File: config.mk
export PLATFORM = sky130hd
export DESIGN_NAME = decodeStage
export DESIGN_NICKNAME = d
export VERILOG_FILES = /design/src/hw/isaPkg.sv /design/src/hw/pipePkg.sv /design/src/hw/stageReg.sv /design/src/hw/regFile.sv /design/src/hw/instrDecoder.sv /design/src/hw/operandSelect.sv /design/src/hw/decodeStage.sv
export SDC_FILE = /design/constraint.sdc
export NUM_CORES = 2
export LEC_CHECK = 0
export CORE_ASPECT_RATIO = 0.75
export CORE_MARGIN = 2
export CORE_UTILIZATION = 45
export DETAILED_ROUTE_END_ITERATION = 16
export DONT_BUFFER_PORTS = 1
export SLEW_MARGIN = 20
export SYNTH_ARGS = -nofsm -noshare
export SYNTH_HDL_FRONTEND = slang
export SYNTH_SLANG_ARGS = --single-unit
File: constraint.sdc
create_clock -name clk -period 2.65 [get_ports clk]
set_input_delay 0.265 -clock clk [delete_from_list [all_inputs] [get_ports clk]]
set_output_delay 0.265 -clock clk [all_outputs]
set_load 0.005 [all_outputs]
File: src/hw/isaPkg.sv
// isaPkg: word and register widths, opcodes, function codes, extend-mode and busB-select encodings
package isaPkg;

    localparam int dataWidth    = 32;
    localparam int regAddrWidth = 5;
    localparam int regCount     = 32;
    localparam int immWidth     = 16;

    // primary opcodes, instr[31:26]
    localparam logic [5:0] opSpecial = 6'h00;   // R-type, see function code
    localparam logic [5:0] opJ       = 6'h02;
    localparam logic [5:0] opJal     = 6'h03;
    localparam logic [5:0] opBeq     = 6'h04;
    localparam logic [5:0] opAddiu   = 6'h09;
    localparam logic [5:0] opOri     = 6'h0d;
    localparam logic [5:0] opLui     = 6'h0f;
    localparam logic [5:0] opCop0    = 6'h10;
    localparam logic [5:0] opLw      = 6'h23;
    localparam logic [5:0] opSw      = 6'h2b;

    // function codes for opSpecial, instr[5:0]
    localparam logic [5:0] fnSll  = 6'h00;      // only the all-zero NOP form is accepted
    localparam logic [5:0] fnMfhi = 6'h10;
    localparam logic [5:0] fnMflo = 6'h12;
    localparam logic [5:0] fnAddu = 6'h21;
    localparam logic [5:0] fnSubu = 6'h23;
    localparam logic [5:0] fnAnd  = 6'h24;
    localparam logic [5:0] fnOr   = 6'h25;
    localparam logic [5:0] fnSlt  = 6'h2a;

    // COP0 sub-op in the rs field
    localparam logic [4:0] cop0Mf = 5'b00000;

    // immediate extension
    typedef enum logic [1:0] {
        extZero  = 2'd0,
        extSign  = 2'd1,
        extUpper = 2'd2     // LUI, imm16 in the high half
    } extMode;

    // source of the second operand
    typedef enum logic [1:0] {
        selReg = 2'd0,
        selHi  = 2'd1,
        selLo  = 2'd2,
        selCp0 = 2'd3
    } busBSel;

endpackage

File: src/hw/pipePkg.sv
// pipePkg: ALU op and branch type enums, IF/ID and ID/EX payload structs, NOP values
package pipePkg;

    typedef enum logic [2:0] {
        aluAdd = 3'd0,
        aluSub = 3'd1,
        aluAnd = 3'd2,
        aluOr  = 3'd3,
        aluSlt = 3'd4,
        aluLui = 3'd5   // pass the extended immediate
    } aluOp;

    typedef enum logic [1:0] {
        brNone = 2'd0,
        brBeq  = 2'd1,
        brJump = 2'd2
    } branchType;

    typedef struct packed {
        logic                             valid;
        logic [isaPkg::dataWidth-1:0]     instr;
        logic [isaPkg::dataWidth-1:0]     pc;
    } ifIdPayload;

    typedef struct packed {
        logic                             valid;
        logic [isaPkg::dataWidth-1:0]     pc;
        logic [isaPkg::dataWidth-1:0]     imm32;
        logic [isaPkg::dataWidth-1:0]     busA;
        logic [isaPkg::dataWidth-1:0]     busB;
        logic [isaPkg::regAddrWidth-1:0]  rs;
        logic [isaPkg::regAddrWidth-1:0]  rt;
        logic [isaPkg::regAddrWidth-1:0]  rd;
        aluOp                             aluOp;
        logic                             aluSrcImm;
        logic                             regWrite;
        logic                             dstIsRt;
        logic                             memRead;
        logic                             memWrite;
        logic                             linkWrite;
        branchType                        branchType;
        logic                             exceptRI;
    } idExPayload;

    // bubble values, every valid/write/mem flag low
    localparam ifIdPayload ifIdNop = '0;
    localparam idExPayload idExNop = '0;

endpackage

File: src/hw/stageReg.sv
// stageReg: pipeline register with flush and write enable, type-parameterized payload
`timescale 1ns/10ps

module stageReg #(
    parameter type payloadT = pipePkg::ifIdPayload
) (
    input  logic    clk,
    input  logic    arstN,
    input  logic    flush,
    input  logic    write,
    input  payloadT nopValue,
    input  payloadT d,
    output payloadT q
);

    always_ff @(posedge clk or negedge arstN) begin
        if (!arstN) begin
            q <= nopValue;
        end else if (flush) begin   // flush wins over write
            q <= nopValue;
        end else if (write) begin
            q <= d;
        end
    end

    // a flushed stage must come out as a bubble
    flushGivesBubble: assert property (
        @(posedge clk) disable iff (!arstN)
        flush |=> !q.valid
    ) else $error("stage not invalid after flush");

endmodule

File: src/hw/regFile.sv
// regFile: 32x32 register file, two async read ports, one sync write port, r0 hardwired zero
`timescale 1ns/10ps

module regFile (
    input  logic                             clk,
    input  logic                             arstN,
    input  logic                             writeEnable,
    input  logic [isaPkg::regAddrWidth-1:0]  writeAddr,
    input  logic [isaPkg::dataWidth-1:0]     writeData,
    input  logic [isaPkg::regAddrWidth-1:0]  readAddrA,
    input  logic [isaPkg::regAddrWidth-1:0]  readAddrB,
    output logic [isaPkg::dataWidth-1:0]     readDataA,
    output logic [isaPkg::dataWidth-1:0]     readDataB
);

    logic [isaPkg::dataWidth-1:0] regs [isaPkg::regCount];

    always_ff @(posedge clk or negedge arstN) begin
        if (!arstN) begin
            for (int i = 0; i < isaPkg::regCount; i++) begin
                regs[i] <= '0;
            end
        end else if (writeEnable && (writeAddr != '0)) begin   // r0 writes dropped
            regs[writeAddr] <= writeData;
        end
    end

    // same-cycle WB bypass lives in operandSelect
    assign readDataA = (readAddrA == '0) ? '0 : regs[readAddrA];
    assign readDataB = (readAddrB == '0) ? '0 : regs[readAddrB];

    r0StaysZero: assert property (
        @(posedge clk) disable iff (!arstN)
        regs[0] == '0
    ) else $error("register 0 changed");

endmodule

File: src/hw/instrDecoder.sv
// instrDecoder: opcode/function decode into control fields and the reserved-instruction flag
`timescale 1ns/10ps

module instrDecoder (
    input  logic [isaPkg::dataWidth-1:0] instr,
    output pipePkg::aluOp                aluOp,
    output logic                         aluSrcImm,
    output isaPkg::extMode               extSel,
    output isaPkg::busBSel               busBSel,
    output logic                         regWrite,
    output logic                         dstIsRt,
    output logic                         memRead,
    output logic                         memWrite,
    output logic                         linkWrite,
    output pipePkg::branchType           branchType,
    output logic                         isImmJump,
    output logic [1:0]                   rsrtRead,   // [1] rs used, [0] rt used
    output logic                         exceptRI
);

    logic [5:0] opcode;
    logic [5:0] funct;
    logic [4:0] rsField;

    assign opcode  = instr[31:26];
    assign funct   = instr[5:0];
    assign rsField = instr[25:21];

    always_comb begin
        // defaults describe a bubble
        aluOp      = pipePkg::aluAdd;
        aluSrcImm  = 1'b0;
        extSel     = isaPkg::extSign;
        busBSel    = isaPkg::selReg;
        regWrite   = 1'b0;
        dstIsRt    = 1'b0;
        memRead    = 1'b0;
        memWrite   = 1'b0;
        linkWrite  = 1'b0;
        branchType = pipePkg::brNone;
        isImmJump  = 1'b0;
        rsrtRead   = 2'b00;
        exceptRI   = 1'b0;

        unique case (opcode)
            isaPkg::opSpecial: begin
                unique case (funct)
                    isaPkg::fnAddu: begin
                        aluOp = pipePkg::aluAdd; regWrite = 1'b1; rsrtRead = 2'b11;
                    end
                    isaPkg::fnSubu: begin
                        aluOp = pipePkg::aluSub; regWrite = 1'b1; rsrtRead = 2'b11;
                    end
                    isaPkg::fnAnd: begin
                        aluOp = pipePkg::aluAnd; regWrite = 1'b1; rsrtRead = 2'b11;
                    end
                    isaPkg::fnOr: begin
                        aluOp = pipePkg::aluOr; regWrite = 1'b1; rsrtRead = 2'b11;
                    end
                    isaPkg::fnSlt: begin
                        aluOp = pipePkg::aluSlt; regWrite = 1'b1; rsrtRead = 2'b11;
                    end
                    isaPkg::fnMfhi: begin
                        aluOp = pipePkg::aluOr; busBSel = isaPkg::selHi; regWrite = 1'b1;
                    end
                    isaPkg::fnMflo: begin
                        aluOp = pipePkg::aluOr; busBSel = isaPkg::selLo; regWrite = 1'b1;
                    end
                    isaPkg::fnSll: exceptRI = (instr != '0);   // only SLL r0 = NOP
                    default:       exceptRI = 1'b1;
                endcase
            end
            isaPkg::opAddiu: begin
                aluSrcImm = 1'b1; regWrite = 1'b1; dstIsRt = 1'b1; rsrtRead = 2'b10;
            end
            isaPkg::opOri: begin
                aluOp     = pipePkg::aluOr;
                extSel    = isaPkg::extZero;
                aluSrcImm = 1'b1; regWrite = 1'b1; dstIsRt = 1'b1; rsrtRead = 2'b10;
            end
            isaPkg::opLui: begin
                aluOp  = pipePkg::aluLui;
                extSel = isaPkg::extUpper;
                aluSrcImm = 1'b1; regWrite = 1'b1; dstIsRt = 1'b1;
            end
            isaPkg::opLw: begin
                aluSrcImm = 1'b1; regWrite = 1'b1; dstIsRt = 1'b1;
                memRead   = 1'b1; rsrtRead = 2'b10;
            end
            isaPkg::opSw: begin
                aluSrcImm = 1'b1; memWrite = 1'b1; rsrtRead = 2'b11;   // rt is store data
            end
            isaPkg::opBeq: begin
                aluOp = pipePkg::aluSub; branchType = pipePkg::brBeq; rsrtRead = 2'b11;
            end
            isaPkg::opJ: begin
                branchType = pipePkg::brJump; isImmJump = 1'b1;
            end
            isaPkg::opJal: begin
                branchType = pipePkg::brJump; isImmJump = 1'b1;
                regWrite   = 1'b1; linkWrite = 1'b1;    // $31 <- return address
            end
            isaPkg::opCop0: begin
                if (rsField == isaPkg::cop0Mf) begin    // MFC0 rt, rd
                    aluOp = pipePkg::aluOr; busBSel = isaPkg::selCp0;
                    regWrite = 1'b1; dstIsRt = 1'b1;
                end else begin
                    exceptRI = 1'b1;
                end
            end
            default: exceptRI = 1'b1;
        endcase
    end

    memExclusive: assert final (!(memRead && memWrite))
        else $error("load and store decoded together");

endmodule

File: src/hw/operandSelect.sv
// operandSelect: immediate extension, WB forwarding for rs/rt/CP0, busB four-way select
`timescale 1ns/10ps

module operandSelect (
    input  logic [isaPkg::immWidth-1:0]      imm16,
    input  isaPkg::extMode                   extSel,
    input  isaPkg::busBSel                   busBSel,
    input  logic [isaPkg::regAddrWidth-1:0]  rs,
    input  logic [isaPkg::regAddrWidth-1:0]  rt,
    input  logic [isaPkg::regAddrWidth-1:0]  rd,
    input  logic [isaPkg::dataWidth-1:0]     rfDataA,
    input  logic [isaPkg::dataWidth-1:0]     rfDataB,
    input  logic [isaPkg::dataWidth-1:0]     wbResult,
    input  logic [isaPkg::regAddrWidth-1:0]  wbDst,
    input  logic                             wbRegWrite,
    input  logic                             wbCp0Write,
    input  logic [isaPkg::dataWidth-1:0]     hiData,
    input  logic [isaPkg::dataWidth-1:0]     loData,
    input  logic [isaPkg::dataWidth-1:0]     cp0Data,
    output logic [isaPkg::dataWidth-1:0]     imm32,
    output logic [isaPkg::dataWidth-1:0]     busA,
    output logic [isaPkg::dataWidth-1:0]     busB
);

    logic                          fwdA;
    logic                          fwdB;
    logic                          fwdCp0;
    logic [isaPkg::dataWidth-1:0]  regB;     // rt value after forwarding
    logic [isaPkg::dataWidth-1:0]  cp0Val;

    always_comb begin
        case (extSel)
            isaPkg::extZero:  imm32 = {16'h0000, imm16};
            isaPkg::extUpper: imm32 = {imm16, 16'h0000};
            default:          imm32 = {{16{imm16[15]}}, imm16};
        endcase
    end

    // WB -> ID bypass, r0 never forwarded
    assign fwdA   = wbRegWrite && (wbDst == rs) && (wbDst != '0);
    assign fwdB   = wbRegWrite && (wbDst == rt) && (wbDst != '0);
    assign fwdCp0 = wbCp0Write && (wbDst == rd);

    assign busA   = fwdA   ? wbResult : rfDataA;
    assign regB   = fwdB   ? wbResult : rfDataB;
    assign cp0Val = fwdCp0 ? wbResult : cp0Data;

    always_comb begin
        case (busBSel)
            isaPkg::selHi:  busB = hiData;
            isaPkg::selLo:  busB = loData;
            isaPkg::selCp0: busB = cp0Val;
            default:        busB = regB;
        endcase
    end

endmodule

File: src/hw/decodeStage.sv
// decodeStage: IF/ID register, register file, decoder, operand select and ID/EX register
`timescale 1ns/10ps

module decodeStage (
    input  logic                             clk,
    input  logic                             arstN,
    input  logic                             idWrite,
    input  logic                             idFlush,
    input  logic                             exWrite,
    input  logic                             exFlush,
    input  logic [isaPkg::dataWidth-1:0]     ifInstr,
    input  logic [isaPkg::dataWidth-1:0]     ifPc,
    input  logic                             ifValid,
    input  logic [isaPkg::dataWidth-1:0]     wbResult,
    input  logic [isaPkg::regAddrWidth-1:0]  wbDst,
    input  logic                             wbRegWrite,
    input  logic                             wbCp0Write,
    input  logic [isaPkg::dataWidth-1:0]     hiData,
    input  logic [isaPkg::dataWidth-1:0]     loData,
    input  logic [isaPkg::dataWidth-1:0]     cp0Data,
    output logic [isaPkg::regAddrWidth-1:0]  idRs,          // to hazard unit
    output logic [isaPkg::regAddrWidth-1:0]  idRt,
    output logic [1:0]                       idRsrtRead,
    output logic                             idIsImmJump,
    output logic                             exValid,
    output logic [isaPkg::dataWidth-1:0]     exPc,
    output logic [isaPkg::dataWidth-1:0]     exImm32,
    output logic [isaPkg::dataWidth-1:0]     exBusA,
    output logic [isaPkg::dataWidth-1:0]     exBusB,
    output logic [isaPkg::regAddrWidth-1:0]  exRs,
    output logic [isaPkg::regAddrWidth-1:0]  exRt,
    output logic [isaPkg::regAddrWidth-1:0]  exRd,
    output pipePkg::aluOp                    exAluOp,
    output logic                             exAluSrcImm,
    output logic                             exRegWrite,
    output logic                             exDstIsRt,
    output logic                             exMemRead,
    output logic                             exMemWrite,
    output logic                             exLinkWrite,
    output pipePkg::branchType               exBranchType,
    output logic                             exExceptRI
);

    pipePkg::ifIdPayload            ifIdD, ifIdQ;
    pipePkg::idExPayload            idExD, idExQ;
    logic [isaPkg::regAddrWidth-1:0] idRd;
    logic [isaPkg::dataWidth-1:0]   rfDataA, rfDataB;
    logic [isaPkg::dataWidth-1:0]   idImm32, idBusA, idBusB;
    pipePkg::aluOp                  idAluOp;
    pipePkg::branchType             idBranchType;
    isaPkg::extMode                 idExtSel;
    isaPkg::busBSel                 idBusBSel;
    logic idAluSrcImm, idRegWrite, idDstIsRt, idMemRead, idMemWrite, idLinkWrite, idExceptRI;

    assign ifIdD = '{valid: ifValid, instr: ifInstr, pc: ifPc};

    stageReg #(.payloadT(pipePkg::ifIdPayload)) ifIdReg (
        .clk(clk), .arstN(arstN), .flush(idFlush), .write(idWrite),
        .nopValue(pipePkg::ifIdNop), .d(ifIdD), .q(ifIdQ)
    );

    assign idRs = ifIdQ.instr[25:21];
    assign idRt = ifIdQ.instr[20:16];
    assign idRd = ifIdQ.instr[15:11];

    regFile regFile_i (
        .clk(clk), .arstN(arstN),
        .writeEnable(wbRegWrite), .writeAddr(wbDst), .writeData(wbResult),
        .readAddrA(idRs), .readAddrB(idRt), .readDataA(rfDataA), .readDataB(rfDataB)
    );

    instrDecoder instrDecoder_i (
        .instr(ifIdQ.instr), .aluOp(idAluOp), .aluSrcImm(idAluSrcImm), .extSel(idExtSel),
        .busBSel(idBusBSel), .regWrite(idRegWrite), .dstIsRt(idDstIsRt),
        .memRead(idMemRead), .memWrite(idMemWrite), .linkWrite(idLinkWrite),
        .branchType(idBranchType), .isImmJump(idIsImmJump), .rsrtRead(idRsrtRead),
        .exceptRI(idExceptRI)
    );

    operandSelect operandSelect_i (
        .imm16(ifIdQ.instr[15:0]), .extSel(idExtSel), .busBSel(idBusBSel),
        .rs(idRs), .rt(idRt), .rd(idRd), .rfDataA(rfDataA), .rfDataB(rfDataB),
        .wbResult(wbResult), .wbDst(wbDst), .wbRegWrite(wbRegWrite), .wbCp0Write(wbCp0Write),
        .hiData(hiData), .loData(loData), .cp0Data(cp0Data),
        .imm32(idImm32), .busA(idBusA), .busB(idBusB)
    );

    assign idExD = '{
        valid: ifIdQ.valid, pc: ifIdQ.pc, imm32: idImm32, busA: idBusA, busB: idBusB,
        rs: idRs, rt: idRt, rd: idRd, aluOp: idAluOp, aluSrcImm: idAluSrcImm,
        regWrite: idRegWrite, dstIsRt: idDstIsRt, memRead: idMemRead, memWrite: idMemWrite,
        linkWrite: idLinkWrite, branchType: idBranchType, exceptRI: idExceptRI
    };

    stageReg #(.payloadT(pipePkg::idExPayload)) idExReg (
        .clk(clk), .arstN(arstN), .flush(exFlush), .write(exWrite),
        .nopValue(pipePkg::idExNop), .d(idExD), .q(idExQ)
    );

    assign exValid      = idExQ.valid;
    assign exPc         = idExQ.pc;
    assign exImm32      = idExQ.imm32;
    assign exBusA       = idExQ.busA;
    assign exBusB       = idExQ.busB;
    assign exRs         = idExQ.rs;
    assign exRt         = idExQ.rt;
    assign exRd         = idExQ.rd;
    assign exAluOp      = idExQ.aluOp;
    assign exAluSrcImm  = idExQ.aluSrcImm;
    assign exRegWrite   = idExQ.regWrite;
    assign exDstIsRt    = idExQ.dstIsRt;
    assign exMemRead    = idExQ.memRead;
    assign exMemWrite   = idExQ.memWrite;
    assign exLinkWrite  = idExQ.linkWrite;
    assign exBranchType = idExQ.branchType;
    assign exExceptRI   = idExQ.exceptRI;

endmodule

==> Word level (Yosys, flattened, before mapping) <==
Cells that the tools add are included.
{ "totals": {"reg_bits": 1245, "inputBits": 206, "output_inout_bits": 169, "wordCells": 150} }
{ "op_classes": {"n_lt_le_gt_ge": 4, "eq_ne": 23, "n_mux": 42, "bitwise": 3, "reduce_logical": 26} }
{ "op_table": {"columns": ["cell", "n"], "rows": [
  ["bitwise mux 1024 bit", 1],
  ["binary-select mux 32 bit (select 5 bit)", 2],
  ["two-way mux 32 bit", 10],
  ["two-way mux 156 bit", 2],
  ["demux 32 bit (select 5 bit)", 1],
  ["two-way mux 65 bit", 2],
  ["case mux 32 bit (3 select lines)", 1],
  ["case mux 32 bit (2 select lines)", 1],
  ["equality test 6 bit (second input constant)", 7],
  ["nonzero test 32 bit", 1],
  ["equality test 6 x 4 -> 1 bit (second input constant)", 3],
  ["equality test 6 x 5 -> 1 bit (second input constant)", 3],
  [">= comparator 6 bit (second input constant)", 3],
  ["NOT 5 -> 6 bit", 3],
  ["case mux 2 bit (2 select lines)", 4],
  ["equality test 5 bit", 3],
  ["case mux 3 bit (5 select lines)", 1],
  ["OR reduction 5 bit", 3],
  ["equality test 6 x 2 -> 1 bit (second input constant)", 2],
  ["logical NOT 6 bit", 2],
  ["case mux 3 bit (4 select lines)", 1],
  ["logical NOT 5 bit", 2],
  ["two-way mux 1 bit", 8],
  ["OR reduction 8 bit", 1],
  ["other kinds (16)", 31]
]} }

==> Depth between registers and ports, before layout <==
{ "logic_depth": {"depth_word": 9, "depth_mapped": 11, "mapped_depth_nobuf": 6} }

==> Worst setup path before layout <==
OpenSTA, ideal clock, no wires.
{ "synth_timing": {"path_type": "register -> register", "startpoint": "register ifIdReg.q[48] (netlist bit)", "endpoint": "register idExReg.q[27] (netlist bit)", "setup_ps": 126, "arrival_ps": 2110, "required_ps": 2524, "path_slack_ps": 414, "path_stages_with_launch": 9, "path_buffers": 3, "period_less_slack_ps": 2236, "path_cell_list": "dfrtp_1 -> buf_4 -> buf_6 -> buf_2 -> mux4_2 -> a2111oi_0 -> a211oi_1 -> nor2_1 -> o21ai_0"} }
{ "synth_between": {"elab_chain_cells": 9, "elab_cells_between_ends": 13, "classes_between": "1 x eq/ne; 8 x mux; 1 x bitwise; 3 x reduce/logical"} }
{ "synth_lines": {"columns": ["item", "line", "source"], "rows": [
  ["start: declaration", "stageReg.sv:13", "output payloadT q"],
  ["start signal: assignment", "stageReg.sv:18", "q <= nopValue;"],
  ["start signal: assignment", "stageReg.sv:20", "q <= nopValue;"],
  ["NOT 5 -> 6 bit (not written as such)", "regFile.sv:30", "assign readDataB = (readAddrB == '0) ? '0 : regs[readAddrB];"],
  ["binary-select mux 32 bit (select 5 bit)", "regFile.sv:30", null],
  ["two-way mux 32 bit (not written as such) (2 in series)", "regFile.sv:30", null],
  ["two-way mux 32 bit", "regFile.sv:30", null],
  ["two-way mux 32 bit (*)", "operandSelect.sv:45", "assign regB = fwdB ? wbResult : rfDataB;"],
  ["case mux 32 bit (3 select lines) (*)", "operandSelect.sv:49", "case (busBSel)"],
  ["two-way mux 156 bit (*)", "stageReg.sv:21", "end else if (write) begin"],
  ["two-way mux 156 bit (*)", "stageReg.sv:19", "end else if (flush) begin"],
  ["end signal: assignment", "stageReg.sv:18", null],
  ["end signal: assignment", "stageReg.sv:20", null],
  ["end: declaration", "stageReg.sv:13", null]
]} }
Mark *: on every way between the ends. The rest lies on a longest branch, timed or not. The select of a mux whose other input is x is not followed.
A chain may end at the register's enable or synchronous reset.

==> Worst setup path in the final report <==
{ "layout_timing": {"startpoint": "register ifIdReg.q[53] (netlist bit)", "endpoint": "register idExReg.q[77] (netlist bit)"} }
{ "layout_between": {"elab_chain_cells": 8, "elab_cells_between_ends": 12, "classes_between": "1 x eq/ne; 7 x mux; 1 x bitwise; 3 x reduce/logical"} }
{ "layout_lines": {"columns": ["item", "line", "source"], "rows": [
  ["NOT 5 -> 6 bit (not written as such)", "regFile.sv:29", "assign readDataA = (readAddrA == '0) ? '0 : regs[readAddrA];"],
  ["binary-select mux 32 bit (select 5 bit)", "regFile.sv:29", null],
  ["two-way mux 32 bit (not written as such) (2 in series)", "regFile.sv:29", null],
  ["two-way mux 32 bit", "regFile.sv:29", null],
  ["two-way mux 32 bit (*)", "operandSelect.sv:44", "assign busA = fwdA ? wbResult : rfDataA;"],
  ["two-way mux 156 bit (*)", "stageReg.sv:21", null],
  ["two-way mux 156 bit (*)", "stageReg.sv:19", null]
]} }
Marked as above.

==> impl_metrics.yaml <==
run_status:
  status: "finished, violations left"
  failed_checks: "negative hold slack, negative setup slack"
floorplan:
  io_pins: 375
  die_w_um: 443
  initial_core_util_pct: 45.4
  core_area_sq_mm: 0.143
  die_h_um: 333
  dieArea_sq_mm: 0.148
  num_rows: 120
timing:
  setup_viol: 1
  grt_setup_unrepaired: "yes"
  tightest_slew_ns: 1.05
  finalMaxSlewViolations: 0
  fin_setup_tns_ns: -0.0153
  fin_crit_sh_pct: 101
  slew_headroom_pct: 29.7
  fin_skew_ns: 0.0362
  hold_ws_ns: -0.800
  hold_viol_final: 263
  fmax_mhz: 375
  fin_ws_ns: -0.0153
  period_minus_slack_ns: 2.67
critical_path:
  cp_max_fo: 11
  required_ns: 3.33
  crit_path_end_kind: "register"
  arrival_ns: 3.35
  crit_type: "reg -> reg"
  cp-start-kind: "register"
route:
  vias: 47600
  highest_layer: "met5"
  viasPerCell: 6.61
  wl_met3_mm: 23.5
  wirelength_mm: 241
  dr_wl_met2_mm: 108
  first_iter_violations: 5268
  wl_met1_mm: 96.9
  ant_nets: 0
  routedWlPerCell_um: 33.5
  drc: 0
  firstDrtPassIters: 8
placed_design:
  dpl.hpwl_mm: 139
  finalWeightedCongestion: 0.895
  io_buffers: 0
  dp.cells: 6389
clocking:
  worstSkewPairLatency_ns: 0.78
  cts-root-buf: "clkbuf_16"
  tritoncts: "built"
  clk_pin_slew_ns: 0.06
  cts_buffers: 136
  clock-sinks: 1245
  cts.htree.levels: 4
  clockBufferDepth: 3
synth:
  synth_top_area_cell: "dfrtp_1"
  ys_warn_count: 0
  syn_nets: 4878
  synthTopCellsByArea: "dfrtp_1 (48%), mux2_2 (17%), mux4_2 (16%), mux2i_1 (4.7%), clkbuf_1 (1.7%)"
  ys_types: 62
  yosysTopAreaCellShare_pct: 47.9
  synth_edf_count: 0
  synth_common_cells: "dfrtp_1 (1245), mux2_2 (990), mux4_2 (458)"
  syn_area_per_cell_sq_um: 13.9
  syn_inst: 4672
  synth_top_flop_cell: "dfrtp_1"
  yosysMostFrequentCell: "dfrtp_1"
  ys_ff_latch: 1245
  ys_seq_area_share_pct: 47.9
  synth_area_sq_mm: 0.0650
  async_reset_ff_share_pct: 100
global_routing:
  antenna_found_initial: 13
  grt_pass1_wl_mm: 345
  grt_usage_pct: 32.0
  first_global_vias: 47200
  grt_remaining_overflow: 0
  grt_max_degree: 227
run:
  drv_cap: 0
cells_and_area:
  nets: 5404
  syn2layout_area_growth_pct: 24.8
  seq_area_sq_mm: 0.0312
  finalNonFillerCells: 7197
  multi_input_area_sq_mm: 0.0325
  drive_above_1_share_pct: 43.8
  nFillCells: 11200
min_path:
  hp-class: "in -> async"
power_and_ir_drop:
  cellLeakagePower_nw: 34.2
  ir_worst_vdd_v: 0.000541
  pwr_density_cell_mw_per_mm2: 685
cell type report:
cell class / instances / share of cell area, %
antenna: 13 / 0.0401
clock inverter: 30 / 0.484
timing repair buffer: 927 / 12.9
inverter: 9 / 0.0416
clock buffer: 203 / 5.06
tap: 1891 / 2.92
multi-input combinational: 2879 / 40.1
sequential: 1245 / 38.5
stage by stage:
| step | instance area (sq um) | hold WS [ns] | power [mW] | setup slack (ns) | util, % |
|---|---|---|---|---|---|
| 2_1_floorplan | 65000 | -0.0306 | 31.2 | 0.414 | - |
| 3_3_place_gp | 69200 | -0.0175 | 33.9 | -0.783 | 48.3 |
| 3_5_place_dp | 69300 | -0.0167 | 34.3 | -0.706 | 48.4 |
| 4_1_cts | 79900 | -0.848 | 55.2 | -0.0553 | 55.8 |
| 5_1_grt | 81100 | -0.839 | 57.6 | -0.0500 | 56.7 |
| 6_report | 81100 | -0.800 | 55.5 | -0.0153 | 56.7 |
per-layer routing:
layer | global-route usage (%) | vias up
li1 | - | 19000
met1 | 43.7 | 25300
met2 | 47.9 | 2627
met3 | 8.47 | 718
met4 | 14.7 | 6
met5 | 0 | -
power by group:
group	switching, mW	internal, mW
Combinational	4.71	6.73
Sequential	2.41	22.2
Clock	8.02	11.5
layout by cell type, fill, tap and decap left out, drive strengths merged, types with 43 or more instances in the layout:
cell,synthesis,routed
o21ai,54,55
o22ai,60,60
nand2,109,109
mux4,458,458
a21oi,149,149
dfrtp,1245,1245
a22o,46,46
dlygate4sd3,0,449
a211oi,137,137
nor2,203,203
buf,247,469
mux2,994,994
clkbuf,293,209
nand3,43,43
mux2i,303,303
state kept, by name, indices dropped and copies added (netlist names):
signal,flops
regFile_i.regs,1024
idExReg.q,156
ifIdReg.q,65
worst paths after layout:
check,slack (ns),end,start,cells after the start
max in group asynchronous,0.46,regFile_i.regs[473],arstN,5
min in group clk,0.04,idExReg.q[32],wbResult[5],5
min,-0.80,regFile_i.regs[963],arstN,0
min reg2reg,0.39,regFile_i.regs[1014],regFile_i.regs[1014],0
max reg2reg,-0.02,idExReg.q[77],ifIdReg.q[53],8
max,-0.02,idExReg.q[77],ifIdReg.q[53],8
worst max-delay path, stage by stage, from the launching register on:
cell and delay (ns):
dfrtp_4 0.54, buf_4 0.16, nor4_1 0.05, or2_2 0.33, nor2_4 0.66, buf_16 0.26
a221oi_2 0.10, buf_4 0.21, a211oi_1 0.22
kinds of logic (layout without fill, tap and decap cells):
logic type             count (synthesis)  count (layout)  share of synthesized area (%)
XOR/XNOR                              17              17                          0.229
AND/OR/NAND/NOR                      466             466                           3.30
multiplexers                        1755            1755                           37.8
flip-flops                          1245            1245                           47.9
buffers and inverters                549            1169                           3.78
other                                  0              13                              0
AO/OA/AOI/OAI                        640             641                           7.01
timing repair:
action | in CTS | in global routing
buffers inserted | 22 | 43
hold buffers | 485 | 2
pin swaps | 14 | 44
endpoints found under the hold margin | 1752 | 334
gates cloned | 5 | 7
resized for setup | 137 | 107
endpoints found under the setup margin | 46 | 155
Note: power is estimated with default switching activity, not from simulation.
